File: src/core_consts.svh
`ifndef CORE_CONSTS_SVH
`define CORE_CONSTS_SVH

// core sizing shared by packages and rtl

// integer data path width
`define CORE_XLEN 32

// architectural register count
// r0 is hardwired to zero
`define CORE_REG_COUNT 32

// bits to address one register
// must cover CORE_REG_COUNT
`define CORE_REG_IDX_W 5

// immediate field of the 2ri12 format
// sign or zero extended to CORE_XLEN in decode
`define CORE_IMM_W 12

`endif
File: src/core_pipe_pkg.sv
package core_pipe_pkg;

    // alu function carried from decode to execute
    typedef enum logic [2:0] {
        ALU_ADD,
        ALU_SUB,
        // signed compare
        ALU_SLT,
        // unsigned compare
        ALU_SLTU,
        ALU_AND,
        ALU_OR,
        ALU_XOR
    } alu_op_e;

    // where operand b comes from
    typedef enum logic [1:0] {
        // register rk, 3r format
        OPB_RK,
        // imm12 sign extended
        OPB_SIMM,
        // imm12 zero extended, logic immediates
        OPB_UIMM
    } opb_sel_e;

endpackage

File: src/core_isa_pkg.sv
`include "core_consts.svh"

package core_isa_pkg;

    // opcode field widths of the two formats
    localparam int OPC_3R_W   = 17;
    localparam int OPC_RI12_W = 10;

    // 3r view: opcode, rk, rj, rd
    typedef struct packed {
        logic [OPC_3R_W-1:0]        opcode;
        logic [`CORE_REG_IDX_W-1:0] rk;
        logic [`CORE_REG_IDX_W-1:0] rj;
        logic [`CORE_REG_IDX_W-1:0] rd;
    } inst_3r_t;

    // 2ri12 view: opcode, imm12, rj, rd
    typedef struct packed {
        logic [OPC_RI12_W-1:0]      opcode;
        logic [`CORE_IMM_W-1:0]     imm;
        logic [`CORE_REG_IDX_W-1:0] rj;
        logic [`CORE_REG_IDX_W-1:0] rd;
    } inst_ri12_t;

    // one instruction word, decoded through both views
    typedef union packed {
        inst_3r_t   r3;
        inst_ri12_t ri12;
    } inst_u;

    // 3r opcodes, bits 31:15
    typedef enum logic [OPC_3R_W-1:0] {
        OPC_ADD_W = 17'h00020,
        OPC_SUB_W = 17'h00022,
        OPC_SLT   = 17'h00024,
        OPC_SLTU  = 17'h00025,
        OPC_AND   = 17'h00029,
        OPC_OR    = 17'h0002a,
        OPC_XOR   = 17'h0002b
    } opc_3r_e;

    // 2ri12 opcodes, bits 31:22
    typedef enum logic [OPC_RI12_W-1:0] {
        OPC_SLTI   = 10'h008,
        OPC_ADDI_W = 10'h00a,
        OPC_ANDI   = 10'h00d,
        OPC_ORI    = 10'h00e,
        OPC_XORI   = 10'h00f
    } opc_ri12_e;

endpackage

File: src/core_top.sv
`timescale 1ns/1ps
`include "core_consts.svh"

module core_top (
    input  logic                       clk,
    input  logic                       reset_i,
    input  logic                       inst_valid_i,
    input  logic [`CORE_XLEN-1:0]      inst_i,
    output logic                       inst_ready_o,
    input  logic                       commit_ready_i,
    output logic                       commit_valid_o,
    output logic                       commit_wen_o,
    output logic [`CORE_REG_IDX_W-1:0] commit_rd_o,
    output logic [`CORE_XLEN-1:0]      commit_data_o,
    input  logic [`CORE_REG_IDX_W-1:0] debug_reg_idx_i,
    output logic [`CORE_XLEN-1:0]      debug_reg_data_o
);

    import core_pipe_pkg::*;

    // regfile read side
    logic [`CORE_REG_IDX_W-1:0] rs1_idx;
    logic [`CORE_REG_IDX_W-1:0] rs2_idx;
    logic [`CORE_XLEN-1:0]      rs1_data;
    logic [`CORE_XLEN-1:0]      rs2_data;
    // decode to execute
    logic                       dec_valid;
    logic                       dec_ready;
    alu_op_e                    dec_op;
    logic [`CORE_XLEN-1:0]      dec_a;
    logic [`CORE_XLEN-1:0]      dec_b;
    logic [`CORE_REG_IDX_W-1:0] dec_rd;
    logic                       dec_wen;
    // alu forwarding
    logic                       fx_valid;
    logic                       fx_wen;
    logic [`CORE_REG_IDX_W-1:0] fx_rd;
    logic [`CORE_XLEN-1:0]      fx_data;
    // execute to result
    logic                       ex_valid;
    logic                       ex_ready;
    logic [`CORE_REG_IDX_W-1:0] ex_rd;
    logic                       ex_wen;
    logic [`CORE_XLEN-1:0]      ex_data;
    // regfile write side
    logic                       rf_wr_en;
    logic [`CORE_REG_IDX_W-1:0] rf_wr_idx;
    logic [`CORE_XLEN-1:0]      rf_wr_data;

    core_decode decode_i (
        .clk(clk), .reset_i(reset_i),
        .inst_valid_i(inst_valid_i), .inst_i(inst_i), .inst_ready_o(inst_ready_o),
        .rs1_idx_o(rs1_idx), .rs2_idx_o(rs2_idx),
        .rs1_data_i(rs1_data), .rs2_data_i(rs2_data),
        .fx_valid_i(fx_valid), .fx_wen_i(fx_wen), .fx_rd_i(fx_rd), .fx_data_i(fx_data),
        .ex_valid_i(ex_valid), .ex_wen_i(ex_wen), .ex_rd_i(ex_rd), .ex_data_i(ex_data),
        // result item doubles as oldest forwarding source
        .res_valid_i(commit_valid_o), .res_wen_i(commit_wen_o),
        .res_rd_i(commit_rd_o), .res_data_i(commit_data_o),
        .dec_valid_o(dec_valid), .dec_ready_i(dec_ready), .dec_op_o(dec_op),
        .dec_a_o(dec_a), .dec_b_o(dec_b), .dec_rd_o(dec_rd), .dec_wen_o(dec_wen)
    );

    core_execute execute_i (
        .clk(clk), .reset_i(reset_i),
        .dec_valid_i(dec_valid), .dec_ready_o(dec_ready), .dec_op_i(dec_op),
        .dec_a_i(dec_a), .dec_b_i(dec_b), .dec_rd_i(dec_rd), .dec_wen_i(dec_wen),
        .fwd_valid_o(fx_valid), .fwd_wen_o(fx_wen), .fwd_rd_o(fx_rd), .fwd_data_o(fx_data),
        .ex_valid_o(ex_valid), .ex_ready_i(ex_ready),
        .ex_rd_o(ex_rd), .ex_wen_o(ex_wen), .ex_data_o(ex_data)
    );

    core_result result_i (
        .clk(clk), .reset_i(reset_i),
        .ex_valid_i(ex_valid), .ex_ready_o(ex_ready),
        .ex_rd_i(ex_rd), .ex_wen_i(ex_wen), .ex_data_i(ex_data),
        .commit_valid_o(commit_valid_o), .commit_ready_i(commit_ready_i),
        .commit_wen_o(commit_wen_o), .commit_rd_o(commit_rd_o),
        .commit_data_o(commit_data_o),
        .rf_wr_en_o(rf_wr_en), .rf_wr_idx_o(rf_wr_idx), .rf_wr_data_o(rf_wr_data)
    );

    core_regfile regfile_i (
        .clk(clk), .reset_i(reset_i),
        .rs1_idx_i(rs1_idx), .rs2_idx_i(rs2_idx), .dbg_idx_i(debug_reg_idx_i),
        .wr_en_i(rf_wr_en), .wr_idx_i(rf_wr_idx), .wr_data_i(rf_wr_data),
        .rs1_data_o(rs1_data), .rs2_data_o(rs2_data), .dbg_data_o(debug_reg_data_o)
    );

endmodule

File: src/core_result.sv
`timescale 1ns/1ps
`include "core_consts.svh"

module core_result (
    input  logic                       clk,
    input  logic                       reset_i,
    // from execute
    input  logic                       ex_valid_i,
    output logic                       ex_ready_o,
    input  logic [`CORE_REG_IDX_W-1:0] ex_rd_i,
    input  logic                       ex_wen_i,
    input  logic [`CORE_XLEN-1:0]      ex_data_i,
    // commit port
    output logic                       commit_valid_o,
    input  logic                       commit_ready_i,
    output logic                       commit_wen_o,
    output logic [`CORE_REG_IDX_W-1:0] commit_rd_o,
    output logic [`CORE_XLEN-1:0]      commit_data_o,
    // register file write
    output logic                       rf_wr_en_o,
    output logic [`CORE_REG_IDX_W-1:0] rf_wr_idx_o,
    output logic [`CORE_XLEN-1:0]      rf_wr_data_o
);

    assign ex_ready_o = !commit_valid_o || commit_ready_i;

    always_ff @(posedge clk) begin
        if (reset_i) begin
            commit_valid_o <= 1'b0;
        end else if (ex_ready_o) begin
            commit_valid_o <= ex_valid_i;
        end
    end

    // retiring item, held until the commit handshake
    always_ff @(posedge clk) begin
        if (ex_valid_i && ex_ready_o) begin
            commit_wen_o  <= ex_wen_i;
            commit_rd_o   <= ex_rd_i;
            commit_data_o <= ex_data_i;
        end
    end

    // architectural update at commit, in order
    assign rf_wr_en_o   = commit_valid_o && commit_ready_i && commit_wen_o;
    assign rf_wr_idx_o  = commit_rd_o;
    assign rf_wr_data_o = commit_data_o;

    a_commit_hold: assert property (@(posedge clk) disable iff (reset_i)
        commit_valid_o && !commit_ready_i |=> commit_valid_o && $stable(commit_wen_o)
            && $stable(commit_rd_o) && $stable(commit_data_o));

endmodule

File: src/core_execute.sv
`timescale 1ns/1ps
`include "core_consts.svh"

module core_execute (
    input  logic                       clk,
    input  logic                       reset_i,
    // from decode
    input  logic                       dec_valid_i,
    output logic                       dec_ready_o,
    input  core_pipe_pkg::alu_op_e     dec_op_i,
    input  logic [`CORE_XLEN-1:0]      dec_a_i,
    input  logic [`CORE_XLEN-1:0]      dec_b_i,
    input  logic [`CORE_REG_IDX_W-1:0] dec_rd_i,
    input  logic                       dec_wen_i,
    // youngest forwarding source
    output logic                       fwd_valid_o,
    output logic                       fwd_wen_o,
    output logic [`CORE_REG_IDX_W-1:0] fwd_rd_o,
    output logic [`CORE_XLEN-1:0]      fwd_data_o,
    // to result
    output logic                       ex_valid_o,
    input  logic                       ex_ready_i,
    output logic [`CORE_REG_IDX_W-1:0] ex_rd_o,
    output logic                       ex_wen_o,
    output logic [`CORE_XLEN-1:0]      ex_data_o
);

    import core_pipe_pkg::*;

    logic [`CORE_XLEN-1:0] alu_res;

    // alu, add and sub wrap at 32 bits
    always_comb begin
        case (dec_op_i)
            ALU_ADD:  alu_res = dec_a_i + dec_b_i;
            ALU_SUB:  alu_res = dec_a_i - dec_b_i;
            ALU_SLT:  alu_res = {{(`CORE_XLEN-1){1'b0}}, $signed(dec_a_i) < $signed(dec_b_i)};
            ALU_SLTU: alu_res = {{(`CORE_XLEN-1){1'b0}}, dec_a_i < dec_b_i};
            ALU_AND:  alu_res = dec_a_i & dec_b_i;
            ALU_OR:   alu_res = dec_a_i | dec_b_i;
            ALU_XOR:  alu_res = dec_a_i ^ dec_b_i;
            default:  alu_res = '0;
        endcase
    end

    // decode register item, result already known this cycle
    assign fwd_valid_o = dec_valid_i;
    assign fwd_wen_o   = dec_wen_i;
    assign fwd_rd_o    = dec_rd_i;
    assign fwd_data_o  = alu_res;

    assign dec_ready_o = !ex_valid_o || ex_ready_i;

    always_ff @(posedge clk) begin
        if (reset_i) begin
            ex_valid_o <= 1'b0;
        end else if (dec_ready_o) begin
            ex_valid_o <= dec_valid_i;
        end
    end

    // execute pipeline register
    always_ff @(posedge clk) begin
        if (dec_valid_i && dec_ready_o) begin
            ex_rd_o   <= dec_rd_i;
            ex_wen_o  <= dec_wen_i;
            ex_data_o <= alu_res;
        end
    end

endmodule

File: src/core_decode.sv
`timescale 1ns/1ps
`include "core_consts.svh"

module core_decode (
    input  logic                       clk,
    input  logic                       reset_i,
    // instruction port
    input  logic                       inst_valid_i,
    input  core_isa_pkg::inst_u        inst_i,
    output logic                       inst_ready_o,
    // register file reads
    output logic [`CORE_REG_IDX_W-1:0] rs1_idx_o,
    output logic [`CORE_REG_IDX_W-1:0] rs2_idx_o,
    input  logic [`CORE_XLEN-1:0]      rs1_data_i,
    input  logic [`CORE_XLEN-1:0]      rs2_data_i,
    // forward from execute alu, item in our own register
    input  logic                       fx_valid_i,
    input  logic                       fx_wen_i,
    input  logic [`CORE_REG_IDX_W-1:0] fx_rd_i,
    input  logic [`CORE_XLEN-1:0]      fx_data_i,
    // forward from execute register
    input  logic                       ex_valid_i,
    input  logic                       ex_wen_i,
    input  logic [`CORE_REG_IDX_W-1:0] ex_rd_i,
    input  logic [`CORE_XLEN-1:0]      ex_data_i,
    // forward from result register
    input  logic                       res_valid_i,
    input  logic                       res_wen_i,
    input  logic [`CORE_REG_IDX_W-1:0] res_rd_i,
    input  logic [`CORE_XLEN-1:0]      res_data_i,
    // to execute
    output logic                       dec_valid_o,
    input  logic                       dec_ready_i,
    output core_pipe_pkg::alu_op_e     dec_op_o,
    output logic [`CORE_XLEN-1:0]      dec_a_o,
    output logic [`CORE_XLEN-1:0]      dec_b_o,
    output logic [`CORE_REG_IDX_W-1:0] dec_rd_o,
    output logic                       dec_wen_o
);

    import core_isa_pkg::*;
    import core_pipe_pkg::*;

    logic                  known;
    alu_op_e               op;
    opb_sel_e              opb_sel;
    logic [`CORE_XLEN-1:0] opa;
    logic [`CORE_XLEN-1:0] opb;
    logic [`CORE_XLEN-1:0] rk_val;

    // 3r first, then 2ri12; anything else becomes a no-op
    always_comb begin
        known   = 1'b1;
        op      = ALU_ADD;
        opb_sel = OPB_RK;
        case (inst_i.r3.opcode)
            OPC_ADD_W: op = ALU_ADD;
            OPC_SUB_W: op = ALU_SUB;
            OPC_SLT:   op = ALU_SLT;
            OPC_SLTU:  op = ALU_SLTU;
            OPC_AND:   op = ALU_AND;
            OPC_OR:    op = ALU_OR;
            OPC_XOR:   op = ALU_XOR;
            default: begin
                opb_sel = OPB_SIMM;
                case (inst_i.ri12.opcode)
                    OPC_SLTI:   op = ALU_SLT;
                    OPC_ADDI_W: op = ALU_ADD;
                    // logic immediates are zero extended
                    OPC_ANDI: begin
                        op      = ALU_AND;
                        opb_sel = OPB_UIMM;
                    end
                    OPC_ORI: begin
                        op      = ALU_OR;
                        opb_sel = OPB_UIMM;
                    end
                    OPC_XORI: begin
                        op      = ALU_XOR;
                        opb_sel = OPB_UIMM;
                    end
                    default: known = 1'b0;
                endcase
            end
        endcase
    end

    // rj and rk sit at the same bits in both views
    assign rs1_idx_o = inst_i.r3.rj;
    assign rs2_idx_o = inst_i.r3.rk;

    // youngest producer wins, r0 never matches since its wen is low
    function automatic logic [`CORE_XLEN-1:0] fwd_pick(
        input logic [`CORE_REG_IDX_W-1:0] idx,
        input logic [`CORE_XLEN-1:0]      rf_val
    );
        logic [`CORE_XLEN-1:0] val;
        val = rf_val;
        if (res_valid_i && res_wen_i && res_rd_i == idx) begin
            val = res_data_i;
        end
        if (ex_valid_i && ex_wen_i && ex_rd_i == idx) begin
            val = ex_data_i;
        end
        if (fx_valid_i && fx_wen_i && fx_rd_i == idx) begin
            val = fx_data_i;
        end
        return val;
    endfunction

    // operands follow every forwarding source, not just the indices
    always_comb begin
        opa    = fwd_pick(rs1_idx_o, rs1_data_i);
        rk_val = fwd_pick(rs2_idx_o, rs2_data_i);
    end

    // operand b mux
    always_comb begin
        case (opb_sel)
            OPB_SIMM: opb = {{(`CORE_XLEN-`CORE_IMM_W){inst_i.ri12.imm[`CORE_IMM_W-1]}},
                             inst_i.ri12.imm};
            OPB_UIMM: opb = {{(`CORE_XLEN-`CORE_IMM_W){1'b0}}, inst_i.ri12.imm};
            default:  opb = rk_val;
        endcase
    end

    // take a word when empty or when our item moves on
    assign inst_ready_o = !dec_valid_o || dec_ready_i;

    always_ff @(posedge clk) begin
        if (reset_i) begin
            dec_valid_o <= 1'b0;
        end else if (inst_ready_o) begin
            dec_valid_o <= inst_valid_i;
        end
    end

    // decoded item, loaded on handshake only
    always_ff @(posedge clk) begin
        if (inst_valid_i && inst_ready_o) begin
            dec_op_o  <= op;
            dec_a_o   <= opa;
            dec_b_o   <= opb;
            dec_rd_o  <= inst_i.r3.rd;
            // unknown word or rd zero: retire without write
            dec_wen_o <= known && (inst_i.r3.rd != '0);
        end
    end

    // a stalled item keeps its operation until execute takes it
    a_dec_hold: assert property (@(posedge clk) disable iff (reset_i)
        dec_valid_o && !dec_ready_i |=> dec_valid_o && $stable(dec_op_o));

endmodule

File: src/core_regfile.sv
`timescale 1ns/1ps
`include "core_consts.svh"

module core_regfile (
    input  logic                       clk,
    input  logic                       reset_i,
    input  logic [`CORE_REG_IDX_W-1:0] rs1_idx_i,
    input  logic [`CORE_REG_IDX_W-1:0] rs2_idx_i,
    input  logic [`CORE_REG_IDX_W-1:0] dbg_idx_i,
    input  logic                       wr_en_i,
    input  logic [`CORE_REG_IDX_W-1:0] wr_idx_i,
    input  logic [`CORE_XLEN-1:0]      wr_data_i,
    output logic [`CORE_XLEN-1:0]      rs1_data_o,
    output logic [`CORE_XLEN-1:0]      rs2_data_o,
    output logic [`CORE_XLEN-1:0]      dbg_data_o
);

    logic [`CORE_XLEN-1:0] regs [`CORE_REG_COUNT];

    // async read, r0 forced to zero
    function automatic logic [`CORE_XLEN-1:0] rd_reg(input logic [`CORE_REG_IDX_W-1:0] idx);
        if (idx == '0) begin
            return '0;
        end
        return regs[idx];
    endfunction

    // reads follow both the index and the register contents
    always_comb begin
        rs1_data_o = rd_reg(rs1_idx_i);
        rs2_data_o = rd_reg(rs2_idx_i);
        // debug read, same path as operand reads
        dbg_data_o = rd_reg(dbg_idx_i);
    end

    // single write port, no internal bypass
    // decode forwards from result instead
    always_ff @(posedge clk) begin
        if (reset_i) begin
            for (int i = 0; i < `CORE_REG_COUNT; i++) begin
                regs[i] <= '0;
            end
        end else if (wr_en_i && wr_idx_i != '0) begin
            regs[wr_idx_i] <= wr_data_i;
        end
    end

    // decode clears wen for rd zero, so r0 never reaches the write port
    a_no_r0_write: assert property (@(posedge clk) disable iff (reset_i)
        wr_en_i |-> wr_idx_i != '0);

endmodule

File: config.mk
export PLATFORM = sky130hd
export DESIGN_NAME = core_top
export DESIGN_NICKNAME = d
export VERILOG_FILES = /design/src/core_pipe_pkg.sv /design/src/core_isa_pkg.sv /design/src/core_top.sv /design/src/core_result.sv /design/src/core_execute.sv /design/src/core_decode.sv /design/src/core_regfile.sv
export VERILOG_INCLUDE_DIRS = /design/src /design/src/src
export SDC_FILE = /design/constraint.sdc
export NUM_CORES = 2
export LEC_CHECK = 0
export BUFFER_PORTS_ARGS = -buffer_cell sky130_fd_sc_hd__buf_2
export CAP_MARGIN = 10
export CORE_ASPECT_RATIO = 0.9
export CORE_MARGIN = 4
export CORE_UTILIZATION = 59
export CTS_CLUSTER_SIZE = 8
export DETAILED_ROUTE_END_ITERATION = 10
export PLACE_DENSITY_LB_ADDON = 0.1
export SLEW_MARGIN = 20
export SYNTH_ARGS = -nofsm -noshare
export SYNTH_HDL_FRONTEND = slang
export SYNTH_SLANG_ARGS = --single-unit
File: constraint.sdc
create_clock -name clk -period 14.11 [get_ports clk]
set_clock_uncertainty 0.05 [all_clocks]
set_input_delay 0 -clock clk [delete_from_list [all_inputs] [get_ports clk]]
set_output_delay 0 -clock clk [all_outputs]
set_load 0.02 [all_outputs]
==> run summary <==
===============================================================================
Area of the multi-input gates                                         36970 µm²
Clock transition at the registers of the reported paths                 0.06 ns
Cells on Worst Hold Path                                                      3
Worst Path Class, Setup                                                 reg2reg
Int Power                                                            0.006716 W
Residual DRC                                                                  0
Number of global-route vias before repair                                51.66k
Leakage power of the design                                            29.63 nW
Insertion delay to the later sink of the worst-skew pair                0.80 ns
Cell area power density                                            113.6 nW/µm²
Summed negative setup slack over all endpoints                             0 ns
Cell area after placement                                             76670 µm²
FFs w/ async S/R, synth                                                      0%
Most common flop cell mapped by yosys                              sky130_fd_sc_hd__edfxtp_1
Layout overhead on the synthesized area                                  9.544%
Count of final setup violators                                                0
Outcome                                                            complete, no violations
Net total in the final layout                                              5570
Height of the die                                                      345.0 µm
Number of endpoints with negative hold slack in the final report              0
Sum of net half-perimeters after detailed placement                   157500 µm
Tightest Pin Transition                                                1.192 ns
Post-CTS resize count                                                         0
Achievable frequency                                                  205.1 MHz
Number of DRC markers after the initial detailed-route iteration           9998
Root buffer selected by CTS                                        sky130_fd_sc_hd__clkbuf_16
Register bit count reported by yosys                                       1176
Die X-Extent                                                           382.5 µm
Count of nets left with antenna violations after detail routing               0
Post-synthesis cell area                                              74470 µm²
Largest driver fanout on the critical path                                   32
Count of clock tree sinks                                                  1176
Worst Hold Margin                                                    0.08238 ns
Total die area                                                       132000 µm²
Sequential cell fraction of total power                                   44.5%
Layout cells sized above 1                                               23.88%
Starting density of the core                                             59.52%
Total overflow reported by the global router                                  0
Wire length of the first global-routing pass                          382900 µm
Ports placed on the boundary                                                113
Number of max-slew violations in the final report                             0
Cell depth of the worst flop-to-flop path                                     6
Layout fillers                                                             9049
Total number of vias                                                     54.02k
Endpoint kind of the worst setup timing path                               flop
Top cell type's share of synthesized area                                47.30%
Number of library cell types mapped by synthesis                             82
Critical Path Source Type                                                  flop
IR drop worst, VDD                                                 0.00009866 V
RePlAce Congestion                                                       0.9341
Port buffer count                                                           112
Number of synthesized flops with an enable pin                             1173
Reported max-cap violation count                                              0
Global-route total usage across every layer                              40.83%
Final WL                                                              271700 µm
Leading area contributor after synthesis                           sky130_fd_sc_hd__edfxtp_1
Number of buffers on the longest clock path                                   3
Antenna violations before repair                                             16
Relative slew slack                                                      20.54%
Pin count of the biggest net entering global routing                        124
Number of H-tree levels                                                       4
RSZ-0062 raised after global routing                                         no
Clock network fraction of total power                                     39.1%
Comb pwr share                                                            16.4%
Post-DR vias/cell                                                         7.568
Clock tree from TritonCTS                                                 built
Cts bufs inserted                                                           165
Req. time, crit path                                                   14.46 ns
Type of the worst min-delay path                                         in2reg
Number of rows in the core area                                             123
Post-detailed-route wirelength per cell                                38.07 µm
Number of setup buffers added after CTS                                       0
Net switching fraction of the power                                      27.54%
Final critical-path required period                                    4.875 ns
Worst path arrival time                                                 5.22 ns
Yosys warns                                                                   0
Reg area                                                              35280 µm²
Mean post-synth cell area                                             13.59 µm²
Post-route standard cell area excluding fillers                       81570 µm²
Placeable core region                                                125100 µm²
Sw power                                                             0.002552 W
Synth top area cells                                               sky130_fd_sc_hd__edfxtp_1 (47%), sky130_fd_sc_hd__mux4_2 (23%), sky130_fd_sc_hd__and2_1 (8.4%), sky130_fd_sc_hd__mux2i_1 (4.5%), sky130_fd_sc_hd__clkbuf_1 (2.1%)
Cell count after synthesis                                                 5479
Post-synthesis sequential area ratio                                     47.38%
Detailed-router iteration count before antenna repair                         6
Final period util                                                        34.55%
===============================================================================
-- final timing paths --
check | end | slack, ns | start
setup / recovery | regfile_i.regs[8][26] | 9.24 | result_i.commit_valid_o
hold / removal | decode_i.dec_b_o[9] | 0.08 | inst_i[19]
setup reg to reg | regfile_i.regs[8][26] | 9.24 | result_i.commit_valid_o
hold reg to reg | result_i.commit_data_o[13] | 0.42 | execute_i.ex_data_o[13]
-- logic make-up after synthesis --
family / Yosys count / synth area share, %
other: 1 / 0.005036
and+or+nand+nor: 1582 / 11.93
muxes: 1084 / 27.15
AOI/OAI and AO/OA: 806 / 7.581
adders and majority gates: 105 / 1.784
xor gates and xnor gates: 50 / 0.5881
DFF: 1176 / 47.38
buffers and inverters: 675 / 3.582
-- registers in the layout (all words and copies together) (netlist names) --
register / flops
execute_i.ex_rd_o: 5
result_i.commit_wen_o: 1
execute_i.ex_valid_o: 1
result_i.commit_rd_o: 5
regfile_i.regs: 1024
result_i.commit_valid_o: 1
decode_i.dec_rd_o: 5
decode_i.dec_b_o: 32
decode_i.dec_valid_o: 1
decode_i.dec_a_o: 32
decode_i.dec_wen_o: 1
result_i.commit_data_o: 32
execute_i.ex_wen_o: 1
decode_i.dec_op_o: 3
execute_i.ex_data_o: 32
-- placed cells by master (no fill, tap or decap), drive strengths merged, types with 15 or more instances in the layout --
master / count
edfxtp: 1173
and2: 995
mux4: 748
mux2i: 332
buf: 273
nor2: 267
clkbuf: 177
o21ai: 156
a221oi: 144
a21oi: 126
nand2: 124
inv: 118
ha: 103
o211ai: 97
a22oi: 80
nor3: 38
or2: 35
nand3: 33
dlygate4sd3: 33
a211oi: 33
conb: 32
xnor2: 29
o22ai: 23
xor2: 21
a211o: 19
a31oi: 19
nor4: 18
nor2b: 17
a311oi: 15
-- critical path, cell delays in order, from the launching register on --
cell and delay [ns]:
sky130_fd_sc_hd__dfxtp_1 0.34, sky130_fd_sc_hd__nand2_1 0.26, sky130_fd_sc_hd__nor3b_1 0.87, sky130_fd_sc_hd__nand3_1 0.76
sky130_fd_sc_hd__nor2_4 0.78, sky130_fd_sc_hd__buf_4 0.50, sky130_fd_sc_hd__or2_4 0.82
-- final cells by class --
| cell class | instances | area share (%) |
|---|---|---|
| tap | 1687 | 2.588 |
| clock inverter | 10 | 0.1503 |
| timing repair buffer | 306 | 2.848 |
| antenna | 7 | 0.02147 |
| clock buffer | 177 | 5.273 |
| inverter | 116 | 0.5399 |
| multi-input combinational | 3659 | 45.32 |
| sequential | 1176 | 43.25 |
-- metrics by stage --
stage	power [W]	worst slack, ns	std cells	util [%]
4_1_cts	0.009212	9.459	7123	65.08
6_report	0.009268	9.235	7138	65.20
3_5_place_dp	0.005637	9.389	6903	61.28
2_1_floorplan	0.005114	9.064	5510	-
3_3_place_gp	0.005620	9.480	6899	61.23
5_1_grt	0.009480	9.281	7131	65.18
-- routing by layer --
layer  part of all wire, %  global-route usage [%]
met2                    43                   58.58
met4                   5.0                   17.05
met5                0.0092                       0
met3                    17                   16.17
met1                    35                   55.95
-- what timing repair did --
item | CTS | global route
endpoints found under the hold margin | 61 | 0
setup endpoints to repair | 0 | 0
hold buffers | 33 | 0
-- Yosys cell counts (all sizes together) (13+ instances only) --
cell type     n
ha          103
nand2b       13
clkbuf      415
xnor2        29
mux4        748
and2        995
nor3         38
a21oi       126
o21ai       156
a22oi        80
a211o        19
a211oi       33
xor2         21
nand2       124
buf         144
a311oi       15
edfxtp     1173
nor4         18
o22ai        23
nor2b        17
nand4        13
or2          35
nor2        267
mux2i       332
a221oi      144
nand3        33
inv         113
a31oi        19
o211ai       97
-- power groups by stage --
stage          registers [W]  logic, W  clock network, W
6_report             0.00412   0.00152           0.00362
4_1_cts              0.00412   0.00146           0.00363
2_1_floorplan        0.00414  0.000976                 0
3_5_place_dp         0.00418   0.00145                 0
3_3_place_gp         0.00418   0.00144                 0
5_1_grt              0.00413   0.00158           0.00377
Power figures use the tool's default switching activity.
